==> config.mk <==
export PLATFORM = sky130hd
export DESIGN_NAME = alu_top
export DESIGN_NICKNAME = d
export VERILOG_FILES = /design/src/hdl/alu_isa_pkg.sv /design/src/hdl/alu_flow_pkg.sv /design/src/hdl/alu_unit_if.sv /design/src/hdl/alu_simple_unit.sv /design/src/hdl/booth_mul.sv /design/src/hdl/restoring_div.sv /design/src/hdl/alu_ctrl.sv /design/src/hdl/alu_top.sv
export SDC_FILE = /design/constraint.sdc
export NUM_CORES = 2
export LEC_CHECK = 0
export ABC_CLOCK_PERIOD_IN_PS = 17700
export BUFFER_PORTS_ARGS = -buffer_cell sky130_fd_sc_hd__buf_4
export CAP_MARGIN = 30
export CORE_ASPECT_RATIO = 2
export CORE_MARGIN = 4
export CORE_UTILIZATION = 68
export DETAILED_ROUTE_END_ITERATION = 7
export HOLD_SLACK_MARGIN = 0.08
export PLACE_DENSITY = 0.86
export SYNTH_ARGS = -nofsm -noshare
export SYNTH_HDL_FRONTEND = slang
export SYNTH_SLANG_ARGS = --single-unit
==> constraint.sdc <==
create_clock -name clock -period 17.7 [get_ports clock]
set_input_delay 2.655 -clock clock [delete_from_list [all_inputs] [get_ports clock]]
set_output_delay 2.655 -clock clock [all_outputs]
set_load 0.01 [all_outputs]
==> src/hdl/alu_isa_pkg.sv <==
package alu_isa_pkg;

	// datapath word width
	localparam int WORD_W = 32;

	typedef logic [WORD_W-1:0] word_t;

	// five bit opcodes as the cpu decoder emits them
	typedef enum logic [4:0] {
		op_add  = 5'b00011,
		op_sub  = 5'b00100,
		op_shr  = 5'b00101,
		op_shra = 5'b00110,
		op_shl  = 5'b00111,
		op_ror  = 5'b01000,
		op_rol  = 5'b01001,
		op_and  = 5'b01010,
		op_or   = 5'b01011,
		op_mul  = 5'b01111,
		op_div  = 5'b10000,
		op_neg  = 5'b10001,
		op_not  = 5'b10010
	} alu_op_e;

	// product view that single word ops share with hi left at zero
	typedef struct packed {
		word_t hi;
		word_t lo;
	} prod_s;

	// divide view with the remainder on top
	typedef struct packed {
		word_t remainder;
		word_t quotient;
	} div_s;

	typedef union packed {
		prod_s prod;
		div_s  div;
	} alu_result_u;

endpackage

==> src/hdl/alu_flow_pkg.sv <==
package alu_flow_pkg;

	// result credit counter width
	localparam int CREDIT_W = 4;

	typedef logic [CREDIT_W-1:0] credit_t;

	// queue entries, also the upstream credit count after reset
	localparam int OP_DEPTH_DEF = 4;

	// credits granted by downstream after reset
	localparam int RES_CREDITS_DEF = 2;

endpackage

==> src/hdl/alu_unit_if.sv <==
`timescale 1ns/100ps

interface alu_unit_if import alu_isa_pkg::*; ();

	// dispatch side, start is a single cycle pulse
	logic        start;
	alu_op_e     opcode;
	word_t       a;
	word_t       b;

	// completion side, result valid while done is high
	logic        done;
	alu_result_u result;

	modport ctrl (
		output start,
		output opcode,
		output a,
		output b,
		input  done,
		input  result
	);

	modport unit (
		input  start,
		input  opcode,
		input  a,
		input  b,
		output done,
		output result
	);

endinterface

==> src/hdl/alu_simple_unit.sv <==
`timescale 1ns/100ps

module alu_simple_unit import alu_isa_pkg::*; (
	input logic      clock,
	input logic      rst_n,
	alu_unit_if.unit p
);

	// shift and rotate amount
	logic [4:0]  sh;
	// operand a twice, rotates fall out of a plain shift
	logic [63:0] dbl;
	logic [63:0] ror_dbl;
	logic [63:0] rol_dbl;
	word_t       value;
	word_t       lo_q;

	assign sh      = p.b[4:0];
	assign dbl     = {p.a, p.a};
	assign ror_dbl = dbl >> sh;
	assign rol_dbl = dbl << sh;

	always_comb begin
		case (p.opcode)
			op_and:  value = p.a & p.b;
			op_or:   value = p.a | p.b;
			op_add:  value = p.a + p.b;
			op_sub:  value = p.a - p.b;
			// logical, zero fill
			op_shr:  value = p.a >> sh;
			// sign fill
			op_shra: value = $signed(p.a) >>> sh;
			op_shl:  value = p.a << sh;
			// low word after the right shift
			op_ror:  value = ror_dbl[31:0];
			// high word after the left shift
			op_rol:  value = rol_dbl[63:32];
			// unary ops take b
			op_neg:  value = -p.b;
			op_not:  value = ~p.b;
			// undefined codes
			default: value = '0;
		endcase
	end

	// capture on start
	always_ff @(posedge clock) begin
		if (p.start) begin
			lo_q <= value;
		end
	end

	// done one cycle behind start
	always_ff @(posedge clock or negedge rst_n) begin
		if (!rst_n) begin
			p.done <= 1'b0;
		end else begin
			p.done <= p.start;
		end
	end

	// single word, upper half zero
	assign p.result = {word_t'(0), lo_q};

endmodule

==> src/hdl/booth_mul.sv <==
`timescale 1ns/100ps

module booth_mul import alu_isa_pkg::*; (
	input logic      clock,
	input logic      rst_n,
	alu_unit_if.unit p
);

	// one guard bit so subtracting the most negative a cannot overflow
	logic [32:0] mcand;
	logic [32:0] acc;
	word_t       mplr;
	logic        q_tail;
	logic [4:0]  step_cnt;
	logic        busy;

	// step operands, fresh values in the start cycle
	logic [32:0] s_acc;
	logic [32:0] s_mcand;
	logic [32:0] s_sum;
	word_t       s_mplr;
	logic        s_tail;

	always_comb begin
		if (p.start) begin
			s_acc   = '0;
			s_mplr  = p.b;
			s_tail  = 1'b0;
			s_mcand = {p.a[31], p.a};
		end else begin
			s_acc   = acc;
			s_mplr  = mplr;
			s_tail  = q_tail;
			s_mcand = mcand;
		end
		// recode current bit pair
		case ({s_mplr[0], s_tail})
			2'b01:   s_sum = s_acc + s_mcand;
			2'b10:   s_sum = s_acc - s_mcand;
			default: s_sum = s_acc;
		endcase
	end

	// first step taken while loading, arithmetic shift right
	always_ff @(posedge clock) begin
		if (p.start || busy) begin
			{acc, mplr, q_tail} <= {s_sum[32], s_sum, s_mplr};
			mcand <= s_mcand;
		end
	end

	always_ff @(posedge clock or negedge rst_n) begin
		if (!rst_n) begin
			busy     <= 1'b0;
			step_cnt <= '0;
			p.done   <= 1'b0;
		end else begin
			// step 32 lands with done
			p.done <= busy && (step_cnt == 5'd31);
			if (p.start) begin
				busy     <= 1'b1;
				step_cnt <= 5'd1;
			end else if (busy) begin
				step_cnt <= step_cnt + 5'd1;
				if (step_cnt == 5'd31) begin
					busy <= 1'b0;
				end
			end
		end
	end

	// signed product, guard bit is only sign extension
	assign p.result = {acc[31:0], mplr};

endmodule

==> src/hdl/restoring_div.sv <==
`timescale 1ns/100ps

module restoring_div import alu_isa_pkg::*; (
	input logic      clock,
	input logic      rst_n,
	alu_unit_if.unit p
);

	// partial remainder, dividend/quotient shifter, divisor
	word_t       rem_q;
	word_t       quo_q;
	word_t       dsr_q;
	logic [4:0]  step_cnt;
	logic        busy;

	word_t       s_rem;
	word_t       s_quo;
	word_t       s_dsr;
	logic [32:0] shifted;
	logic [33:0] trial;

	always_comb begin
		// operands straight from the port on start
		if (p.start) begin
			s_rem = '0;
			s_quo = p.a;
			s_dsr = p.b;
		end else begin
			s_rem = rem_q;
			s_quo = quo_q;
			s_dsr = dsr_q;
		end
		// bring in next dividend bit
		shifted = {s_rem, s_quo[31]};
		// extra top bit is the borrow
		trial = {1'b0, shifted} - {2'b00, s_dsr};
	end

	// borrow means restore, otherwise keep the difference
	always_ff @(posedge clock) begin
		if (p.start || busy) begin
			rem_q <= trial[33] ? shifted[31:0] : trial[31:0];
			quo_q <= {s_quo[30:0], ~trial[33]};
			dsr_q <= s_dsr;
		end
	end

	always_ff @(posedge clock or negedge rst_n) begin
		if (!rst_n) begin
			busy     <= 1'b0;
			step_cnt <= '0;
			p.done   <= 1'b0;
		end else begin
			// 32nd quotient bit lands with done
			p.done <= busy && (step_cnt == 5'd31);
			if (p.start) begin
				busy     <= 1'b1;
				step_cnt <= 5'd1;
			end else if (busy) begin
				step_cnt <= step_cnt + 5'd1;
				if (step_cnt == 5'd31) begin
					busy <= 1'b0;
				end
			end
		end
	end

	// zero divisor: all ones quotient, dividend left as remainder
	assign p.result = {rem_q, quo_q};

endmodule

==> src/hdl/alu_ctrl.sv <==
`timescale 1ns/100ps

module alu_ctrl import alu_isa_pkg::*, alu_flow_pkg::*; #(
	parameter int OP_DEPTH    = OP_DEPTH_DEF,
	parameter int RES_CREDITS = RES_CREDITS_DEF
) (
	input  logic        clock,
	input  logic        rst_n,
	input  logic        op_valid,
	input  alu_op_e     op_code,
	input  word_t       op_a,
	input  word_t       op_b,
	output logic        op_credit,
	output logic        res_valid,
	output alu_result_u res_word,
	input  logic        res_credit,
	alu_unit_if.ctrl    simple_p,
	alu_unit_if.ctrl    mul_p,
	alu_unit_if.ctrl    div_p
);

	localparam int PTR_W = (OP_DEPTH > 1) ? $clog2(OP_DEPTH) : 1;
	localparam int CNT_W = $clog2(OP_DEPTH + 1);

	// op queue storage
	alu_op_e          q_op [OP_DEPTH];
	word_t            q_a  [OP_DEPTH];
	word_t            q_b  [OP_DEPTH];
	logic [PTR_W-1:0] wr_ptr;
	logic [PTR_W-1:0] rd_ptr;
	logic [CNT_W-1:0] q_count;

	// busy covers execution and a held result
	logic             busy;
	logic             res_pending;
	logic             dispatch;
	logic             release_res;
	logic             any_done;
	logic             is_mul;
	logic             is_div;
	alu_op_e          head_op;
	alu_op_e          iss_op;
	word_t            iss_a;
	word_t            iss_b;
	alu_result_u      res_hold;
	credit_t          res_credits;

	function automatic logic [PTR_W-1:0] ptr_next(input logic [PTR_W-1:0] ptr);
		// wrap, depth need not be a power of two
		return (ptr == PTR_W'(OP_DEPTH - 1)) ? '0 : ptr + 1'b1;
	endfunction

	assign head_op     = q_op[rd_ptr];
	assign is_mul      = (head_op == op_mul);
	assign is_div      = (head_op == op_div);
	// one op in flight, nothing new until its result has left
	assign dispatch    = !busy && (q_count != '0);
	assign release_res = res_pending && (res_credits != '0);
	assign any_done    = simple_p.done | mul_p.done | div_p.done;

	// upstream only sends with a credit, so no full check
	always_ff @(posedge clock) begin
		if (op_valid) begin
			q_op[wr_ptr] <= op_code;
			q_a[wr_ptr]  <= op_a;
			q_b[wr_ptr]  <= op_b;
		end
		if (dispatch) begin
			iss_op <= head_op;
			iss_a  <= q_a[rd_ptr];
			iss_b  <= q_b[rd_ptr];
		end
		// only one unit finishes at a time
		if (simple_p.done) begin
			res_hold <= simple_p.result;
		end else if (mul_p.done) begin
			res_hold <= mul_p.result;
		end else if (div_p.done) begin
			res_hold <= div_p.result;
		end
	end

	always_ff @(posedge clock or negedge rst_n) begin
		if (!rst_n) begin
			wr_ptr         <= '0;
			rd_ptr         <= '0;
			q_count        <= '0;
			busy           <= 1'b0;
			res_pending    <= 1'b0;
			res_valid      <= 1'b0;
			op_credit      <= 1'b0;
			simple_p.start <= 1'b0;
			mul_p.start    <= 1'b0;
			div_p.start    <= 1'b0;
			res_credits    <= credit_t'(RES_CREDITS);
		end else begin
			if (op_valid) begin
				wr_ptr <= ptr_next(wr_ptr);
			end
			if (dispatch) begin
				rd_ptr <= ptr_next(rd_ptr);
			end
			q_count <= q_count + CNT_W'(op_valid) - CNT_W'(dispatch);
			// credit back and start, both a cycle after the pop
			op_credit      <= dispatch;
			simple_p.start <= dispatch && !is_mul && !is_div;
			mul_p.start    <= dispatch && is_mul;
			div_p.start    <= dispatch && is_div;
			if (dispatch) begin
				busy <= 1'b1;
			end else if (release_res) begin
				busy <= 1'b0;
			end
			// held here while out of result credits
			if (any_done) begin
				res_pending <= 1'b1;
			end else if (release_res) begin
				res_pending <= 1'b0;
			end
			res_valid <= release_res;
			// returned credit in the same cycle still counts
			res_credits <= res_credits - credit_t'(release_res) + credit_t'(res_credit);
		end
	end

	// all units share the issue registers
	assign simple_p.opcode = iss_op;
	assign simple_p.a      = iss_a;
	assign simple_p.b      = iss_b;
	assign mul_p.opcode    = iss_op;
	assign mul_p.a         = iss_a;
	assign mul_p.b         = iss_b;
	assign div_p.opcode    = iss_op;
	assign div_p.a         = iss_a;
	assign div_p.b         = iss_b;

	// stable while res_valid is high
	assign res_word = res_hold;

endmodule

==> src/hdl/alu_top.sv <==
`timescale 1ns/100ps

module alu_top import alu_isa_pkg::*, alu_flow_pkg::*; #(
	parameter int OP_DEPTH    = OP_DEPTH_DEF,
	parameter int RES_CREDITS = RES_CREDITS_DEF
) (
	input  logic    clock,
	input  logic    rst_n,
	input  logic    op_valid,
	input  alu_op_e op_code,
	input  word_t   op_a,
	input  word_t   op_b,
	output logic    op_credit,
	output logic    res_valid,
	output word_t   res_lo,
	output word_t   res_hi,
	input  logic    res_credit
);

	alu_result_u res_word;

	// one link per datapath unit
	alu_unit_if simple_if ();
	alu_unit_if mul_if ();
	alu_unit_if div_if ();

	alu_ctrl #(
		.OP_DEPTH    (OP_DEPTH),
		.RES_CREDITS (RES_CREDITS)
	) alu_ctrl_i (
		.clock      (clock),
		.rst_n      (rst_n),
		.op_valid   (op_valid),
		.op_code    (op_code),
		.op_a       (op_a),
		.op_b       (op_b),
		.op_credit  (op_credit),
		.res_valid  (res_valid),
		.res_word   (res_word),
		.res_credit (res_credit),
		.simple_p   (simple_if.ctrl),
		.mul_p      (mul_if.ctrl),
		.div_p      (div_if.ctrl)
	);

	alu_simple_unit alu_simple_unit_i (
		.clock (clock),
		.rst_n (rst_n),
		.p     (simple_if.unit)
	);

	booth_mul booth_mul_i (
		.clock (clock),
		.rst_n (rst_n),
		.p     (mul_if.unit)
	);

	restoring_div restoring_div_i (
		.clock (clock),
		.rst_n (rst_n),
		.p     (div_if.unit)
	);

	// divide remainder also comes out on hi
	assign res_lo = res_word.prod.lo;
	assign res_hi = res_word.prod.hi;

endmodule

==> flow_results.org, run 1 <==
** Run status
- The run stopped with a tool error.
- Exit stage :: global routing (5_1_grt)
- Tool Error :: [ERROR GRT-0232] Routing congestion too high. Check the congestion heatmap in the GUI.

** Logic synthesis
- For this run, the number of Yosys warnings is 0.
- Share of flip-flops with an asynchronous set or reset after synthesis :: 0.04940
- Fraction of synthesized cell area taken by the top area cell type :: 0.4558
- In the post-synthesis netlist, the biggest area contributors are edfxtp_1 (46%), ha_1 (5.8%), mux2i_1 (5.1%).
- Synthesis produced a netlist with a net count of 3862.
- The synthesized design contains 603 enable-type register cells.
- Distinct cells, synth :: 93
- In the synthesized netlist the dominant register cell turns out to be edfxtp_1.
- The synthesized design contains between 600 and 700 register bits.
- Biggest area consumer among synthesized cells :: edfxtp_1
- Synthesis produced 3600 cells.
- Of the synthesized area, sequential elements account for 0.4928.
- Post-synthesis area per instance :: approximately 11 sq um
- Area of the mapped netlist :: ~40000 sq um

** Global route
- Total gr overflow :: 7
- In the global route stage, overall resource usage came out at 0.6133.
- Entering global routing, the biggest net connects a little over 80 pins.

** Place
- GP Congestion :: 1.138
- Detailed placer's ending HPWL :: between 100000 and 150000 um
- Number of buffers inserted by port buffering :: 138
- Worst-case setup slack after placement :: 11.52 ns
- Dpl cell area :: 41540 sq um

** CTS
- In this run the clock root is driven by a clkbuf_16.
- After clock tree synthesis, the repair step resized 0 gates.
- CTS saw 668 sinks.
- Count of hold-fix buffers inserted at cts :: 0
- Post-CTS setup buffers :: 0
- Clk buf depth :: 3
- The clock tree synthesis step divided the H-tree into 2 levels.
- In this run, CTS created clock tree buffers numbering 52.

** Die
- The initial utilization of the core area, before any placement, comes to 0.6846.
- In this run the core area contains 125 standard-cell rows.
- Chip Height :: 349.8 um
- The die is between 150 and 200 um wide.
- For this design the top-level I/O count stands at 139.
## routing by layer
layer / GRT overflow / track usage
met3: 0 / 0.3248
met1: 0 / 0.6141
met4: 4 / 0.6531
met5: 0 / 0.07772
met2: 3 / 0.8506
## stage by stage
| step | utilization | std cells |
|---|---|---|
| detailed placement | 0.7159 | 4370 |
| CTS | 0.7453 | 4468 |
| global placement | 0.7150 | 4364 |
| floorplan | - | 3600 |
## cell families after synthesis
family | Yosys count | synth area share
adders and majority gates | 189 | 0.06067
xor gates and xnor gates | 136 | 0.02999
and+or+nand+nor | 890 | 0.1040
muxes | 383 | 0.1249
AOI/OAI and AO/OA | 958 | 0.1507
buffers and inverters | 376 | 0.03698
DFF | 668 | 0.4928
## cells in the mapped netlist (9+ instances only)
master,instances
edfxtp_1,603
nor2_1,353
a21oi_1,275
o21ai_0,223
mux2i_1,201
nand2_1,201
ha_1,183
inv_1,167
clkbuf_1,158
xnor2_1,95
mux2_2,92
a21o_1,85
nor2b_1,81
mux4_2,75
a31oi_1,67
o22ai_1,54
nand3_1,50
nor3_1,47
nand2b_1,42
xor2_1,41
a211oi_1,35
buf_1,33
dfrtp_1,32
dfxtp_1,32
o21bai_1,24
nand4_1,22
o221ai_1,22
o211ai_1,20
and2_1,19
o21a_1,19
and3_1,16
mux2_4,14
nor4_1,13
o2111ai_1,11
or3_1,11
a2111oi_0,10
a221oi_1,10
o21ai_1,10
o31ai_1,10
or2_2,10
buf_2,9
==> run 2: changes to the inputs <==
--- a/config.mk
+++ b/config.mk
@@ -8,12 +8,10 @@
 export ABC_CLOCK_PERIOD_IN_PS = 17700
 export BUFFER_PORTS_ARGS = -buffer_cell sky130_fd_sc_hd__buf_4
 export CAP_MARGIN = 30
-export CORE_ASPECT_RATIO = 2
 export CORE_MARGIN = 4
-export CORE_UTILIZATION = 68
+export CORE_UTILIZATION = 40
 export DETAILED_ROUTE_END_ITERATION = 7
-export HOLD_SLACK_MARGIN = 0.08
-export PLACE_DENSITY = 0.86
+export PLACE_DENSITY_LB_ADDON = 0.15
 export SYNTH_ARGS = -nofsm -noshare
 export SYNTH_HDL_FRONTEND = slang
 export SYNTH_SLANG_ARGS = --single-unit
==> flow_results.org, run 2 <==
** Hold path
- The startpoint identified for the worst hold timing path is alu_ctrl_i.res_pending.
- In this run the worst hold path is classified as reg -> reg.
- The worst hold path terminates at alu_ctrl_i.res_pending.
- Counting instances, the worst hold path has a depth of 1.

** Logic synthesis
- Cells taking the most area after synthesis :: edfxtp_1 (46%), ha_1 (5.8%), mux2i_1 (5.1%)
- Post-synthesis area per instance :: 11.03 sq um (unchanged)
- The number of distinct standard cells referenced by the synthesized netlist came to 93 (unchanged).
- The post-synthesis net count came to 3862 (unchanged).
- Among all flip-flop cells after synthesis, the most frequent one is edfxtp_1.
- Yosys warns :: 0 (unchanged)
- The number of enable flip-flop cells after synthesis came to 603 (unchanged).
- Area of the mapped netlist :: 39720 sq um (unchanged)
- The register area share after synthesis is 0.4928 (unchanged).
- Number of instances in the synthesized netlist :: 3600 (unchanged)
- The number of synthesized register bits was 668 (unchanged).
- Biggest area consumer among synthesized cells :: edfxtp_1
- Fraction of synthesized cell area taken by the top area cell type :: 0.4558 (unchanged)
- The commonest cells after synthesis are edfxtp_1 (603), nor2_1 (353), a21oi_1 (275), o21ai_0 (223).
- Most frequent cell after synthesis :: edfxtp_1
- Share of flip-flops with an asynchronous set or reset after synthesis :: 0.04940 (unchanged)

** Critical path
- The worst setup path is captured at a flop.
- The critical path in this run is classified as reg -> reg.
- Reg2reg path depth :: 20
- Data on the critical path is required at its endpoint by 18.09 ns.
- Critical path's top delay family :: simple AND/OR/NAND/NOR gates
- Crit path max-delay cell type :: dfrtp_4
- For this run, the slowest stage of the critical path takes 0.95 ns.
- Worst reg2reg endpoint :: booth_mul_i.acc[31]
- Startpoint of the worst-slack reg-to-reg timing path :: alu_ctrl_i.mul_p.start
- Worst reg2reg setup slack :: 11.55 ns
- Critical Path AT :: around 6.6 ns
- In this run the worst path has a maximum fanout of ~60.
- The critical path goes through buf_4, mux2_2, nor4_1, and3_1, and2_1, nand2_1, nor2_1, and2_1, nor2_1, xnor2_1, ha_1, and2_1, nand3_1, or3_1, o21ai_2, a21oi_1, o21ai_0, xnor2_1, o21ai_1, o31ai_2.
- Counting both buffers and inverters, the worst setup path holds a total of 1.
- The worst setup path is launched from a flop.
- The most numerous cell type found on the critical path is and2_1.

** STA
- In the final timing run, aggregate negative setup slack is 0 ns.
- RSZ-0062 raised after global routing :: no
- Fmax achieved :: 162.6 MHz
- The number of max-slew violations in the final report was 0.
- Total of endpoints with negative setup slack in the final report :: 0
- Headroom to the max-slew limit came out at 0.2777.
- For the pin with the worst max-slew slack, the measured transition is between 1 and 1.5 ns.
- Post-route minimum period :: 6.152 ns
- Hold timing on the final database bottoms out at a slack of about 0.47 ns.
- Final clock skew :: a little over 0.05 ns
- The hold violation count in the final report was 0.
- Final Cycle Share :: 0.3476

** Route
- The pre-antenna-repair detailed-routing pass consisted of 6 iterations.
- Routed via count :: 29810
- Dividing the detail-routed via count by the number of cells gives 5.925.
- After detailed routing, the average wire length per cell comes to 27.33 um.
- In the routed design, unresolved DRC markers number 0.
- The detail route stage leaves a number of antenna-violating nets equal to 0.
- Drt total wl :: 137500 um
- Starting DRC count in detailed routing :: 3492

** Place
- Detailed placer's ending HPWL :: 98710 um (-15%)
- The standard cell area after detailed placement was 42260 sq um (+1.7%).
- GP Congestion :: 1.026 (-9.8%)
- Number of buffers inserted by port buffering :: 138 (unchanged)

** Die
- Top-level I/O count :: 139 (unchanged)
- Starting utilization of the core area :: 0.4036 (-0.2810)
- Die ar. :: 104400 sq um
- The chip width was 323.1 um (+81%).
- In this run the standard cell core region covers between 90000 and 100000 sq um.
- The die extent in y is 323.1 um (-7.6%).
- Number of rows created at floorplan :: 115 (-8.0%)

** Global route
- The first global-routing pass estimated 198600 um of wire.
- Pin count of the biggest net entering global routing :: 67
- Total gr overflow :: 0
- Antenna violations before repair :: 16
- Number of global-route vias before repair :: 28224
- All-layer global routing usage :: 0.2605

** Run status
- Result of the run :: complete, no violations

** CTS
- Clock insertion delay at the later pin of the skew report :: between 0.6 and 0.7 ns
- The number of buffers created by CTS was 74 (+42%).
- The number of sinks handled by clock tree synthesis is 668 (unchanged).
- Post-CTS setup buffers :: 0 (unchanged)
- The maximum number of buffers from clock root to sink was 3 (unchanged).
- Count of hold-fix buffers inserted at cts :: 0 (unchanged)
- The post-cts gate resize count came to 0 (unchanged).
- The number of H-tree branching levels came to 3 (+1).
- CTS Root Buffer Type :: clkbuf_16
- TritonCTS built the clock tree.
- Clock-pin slew on the worst setup and hold paths :: about 0.060 ns

** Finish
- Leaving out fill and tap cells, the most frequent cell in the layout is edfxtp_1.
- Leaving out fill and tap cells, the most frequent cells in the layout are edfxtp_1 (603), nor2_1 (351), a21oi_1 (275), o21ai_0 (223), buf_4 (213).
- Layout Nets :: 3949
- Post-route cell area :: 44680 sq um
- Total of fill cells in the finished design :: between 9000 and 10000
- Area grow syn2layout :: 12.47%
- Layout cell share with drive strength beyond 1 :: 0.1501
- Share of the core filled with cells in the final layout :: 0.4539

** Flow run
- Max-cap violations :: 0
[run 2: cell counts after synthesis]
No cell type changed its count.
[run 2: metrics by stage]
stage                     setup WS [ns]  cells
after floorplan                   12.09   3600
after global placement            11.61   4892
after detailed placement          11.56   4896
after CTS                         11.52   5028
after global routing              10.95   5030
final                             11.55   5031
[run 2: worst max-delay path by stage]
| stage | from | to | slack, ns | depth (start not counted) |
|---|---|---|---|---|
| after floorplan | alu_ctrl_i.mul_p.start | booth_mul_i.acc[31] | 12.09 | 24 |
| after global placement | alu_ctrl_i.mul_p.start | booth_mul_i.acc[31] | 11.61 | 20 |
| after detailed placement | alu_ctrl_i.mul_p.start | booth_mul_i.acc[31] | 11.56 | 20 |
| after CTS | alu_ctrl_i.mul_p.start | booth_mul_i.acc[31] | 11.52 | 20 |
| after global routing | alu_ctrl_i.mul_p.start | booth_mul_i.acc[31] | 10.95 | 20 |
| final | alu_ctrl_i.mul_p.start | booth_mul_i.acc[31] | 11.55 | 20 |
[run 2: layout make-up]
class	count	area, sq um	share of cell area
Multi-Input combinational cell	2556	18730	0.4192
Clock buffer	96	1934	0.04330
Inverter	168	631.9	0.01414
Timing Repair Buffer	219	1749	0.03915
Sequential cell	668	19600	0.4386
Tap cell	1287	1610	0.03604
Antenna cell	1	2.502	0.00005601
Clock inverter	36	424.2	0.009494
[run 2: logic make-up (layout without fill, tap and decap cells)]
logic type | count (synthesis) | in the layout | synth area share
AOI/OAI and AO/OA | 958 | 958 | 0.1507
xor gates and xnor gates | 136 | 136 | 0.02999
adders and majority gates | 189 | 189 | 0.06067
buffers and inverters | 376 | 519 | 0.03698
DFF | 668 | 668 | 0.4928
muxes | 383 | 383 | 0.1249
other | 0 | 1 | 0
and+or+nand+nor | 890 | 890 | 0.1040
[run 2: layer usage]
layer  share of wire  global-route usage  wire, um  vias up
li1                -                   -         -    13661
met1            0.44              0.3706     60900    14644
met2            0.44              0.3950     59950     1244
met3           0.077             0.04899     10540      255
met4           0.044              0.1030      6054        6
met5         0.00026                   0        36        -
Power of run 2 is not shown: default switching activity piles up to over one toggle a cycle in this logic, so the estimate is an artifact.
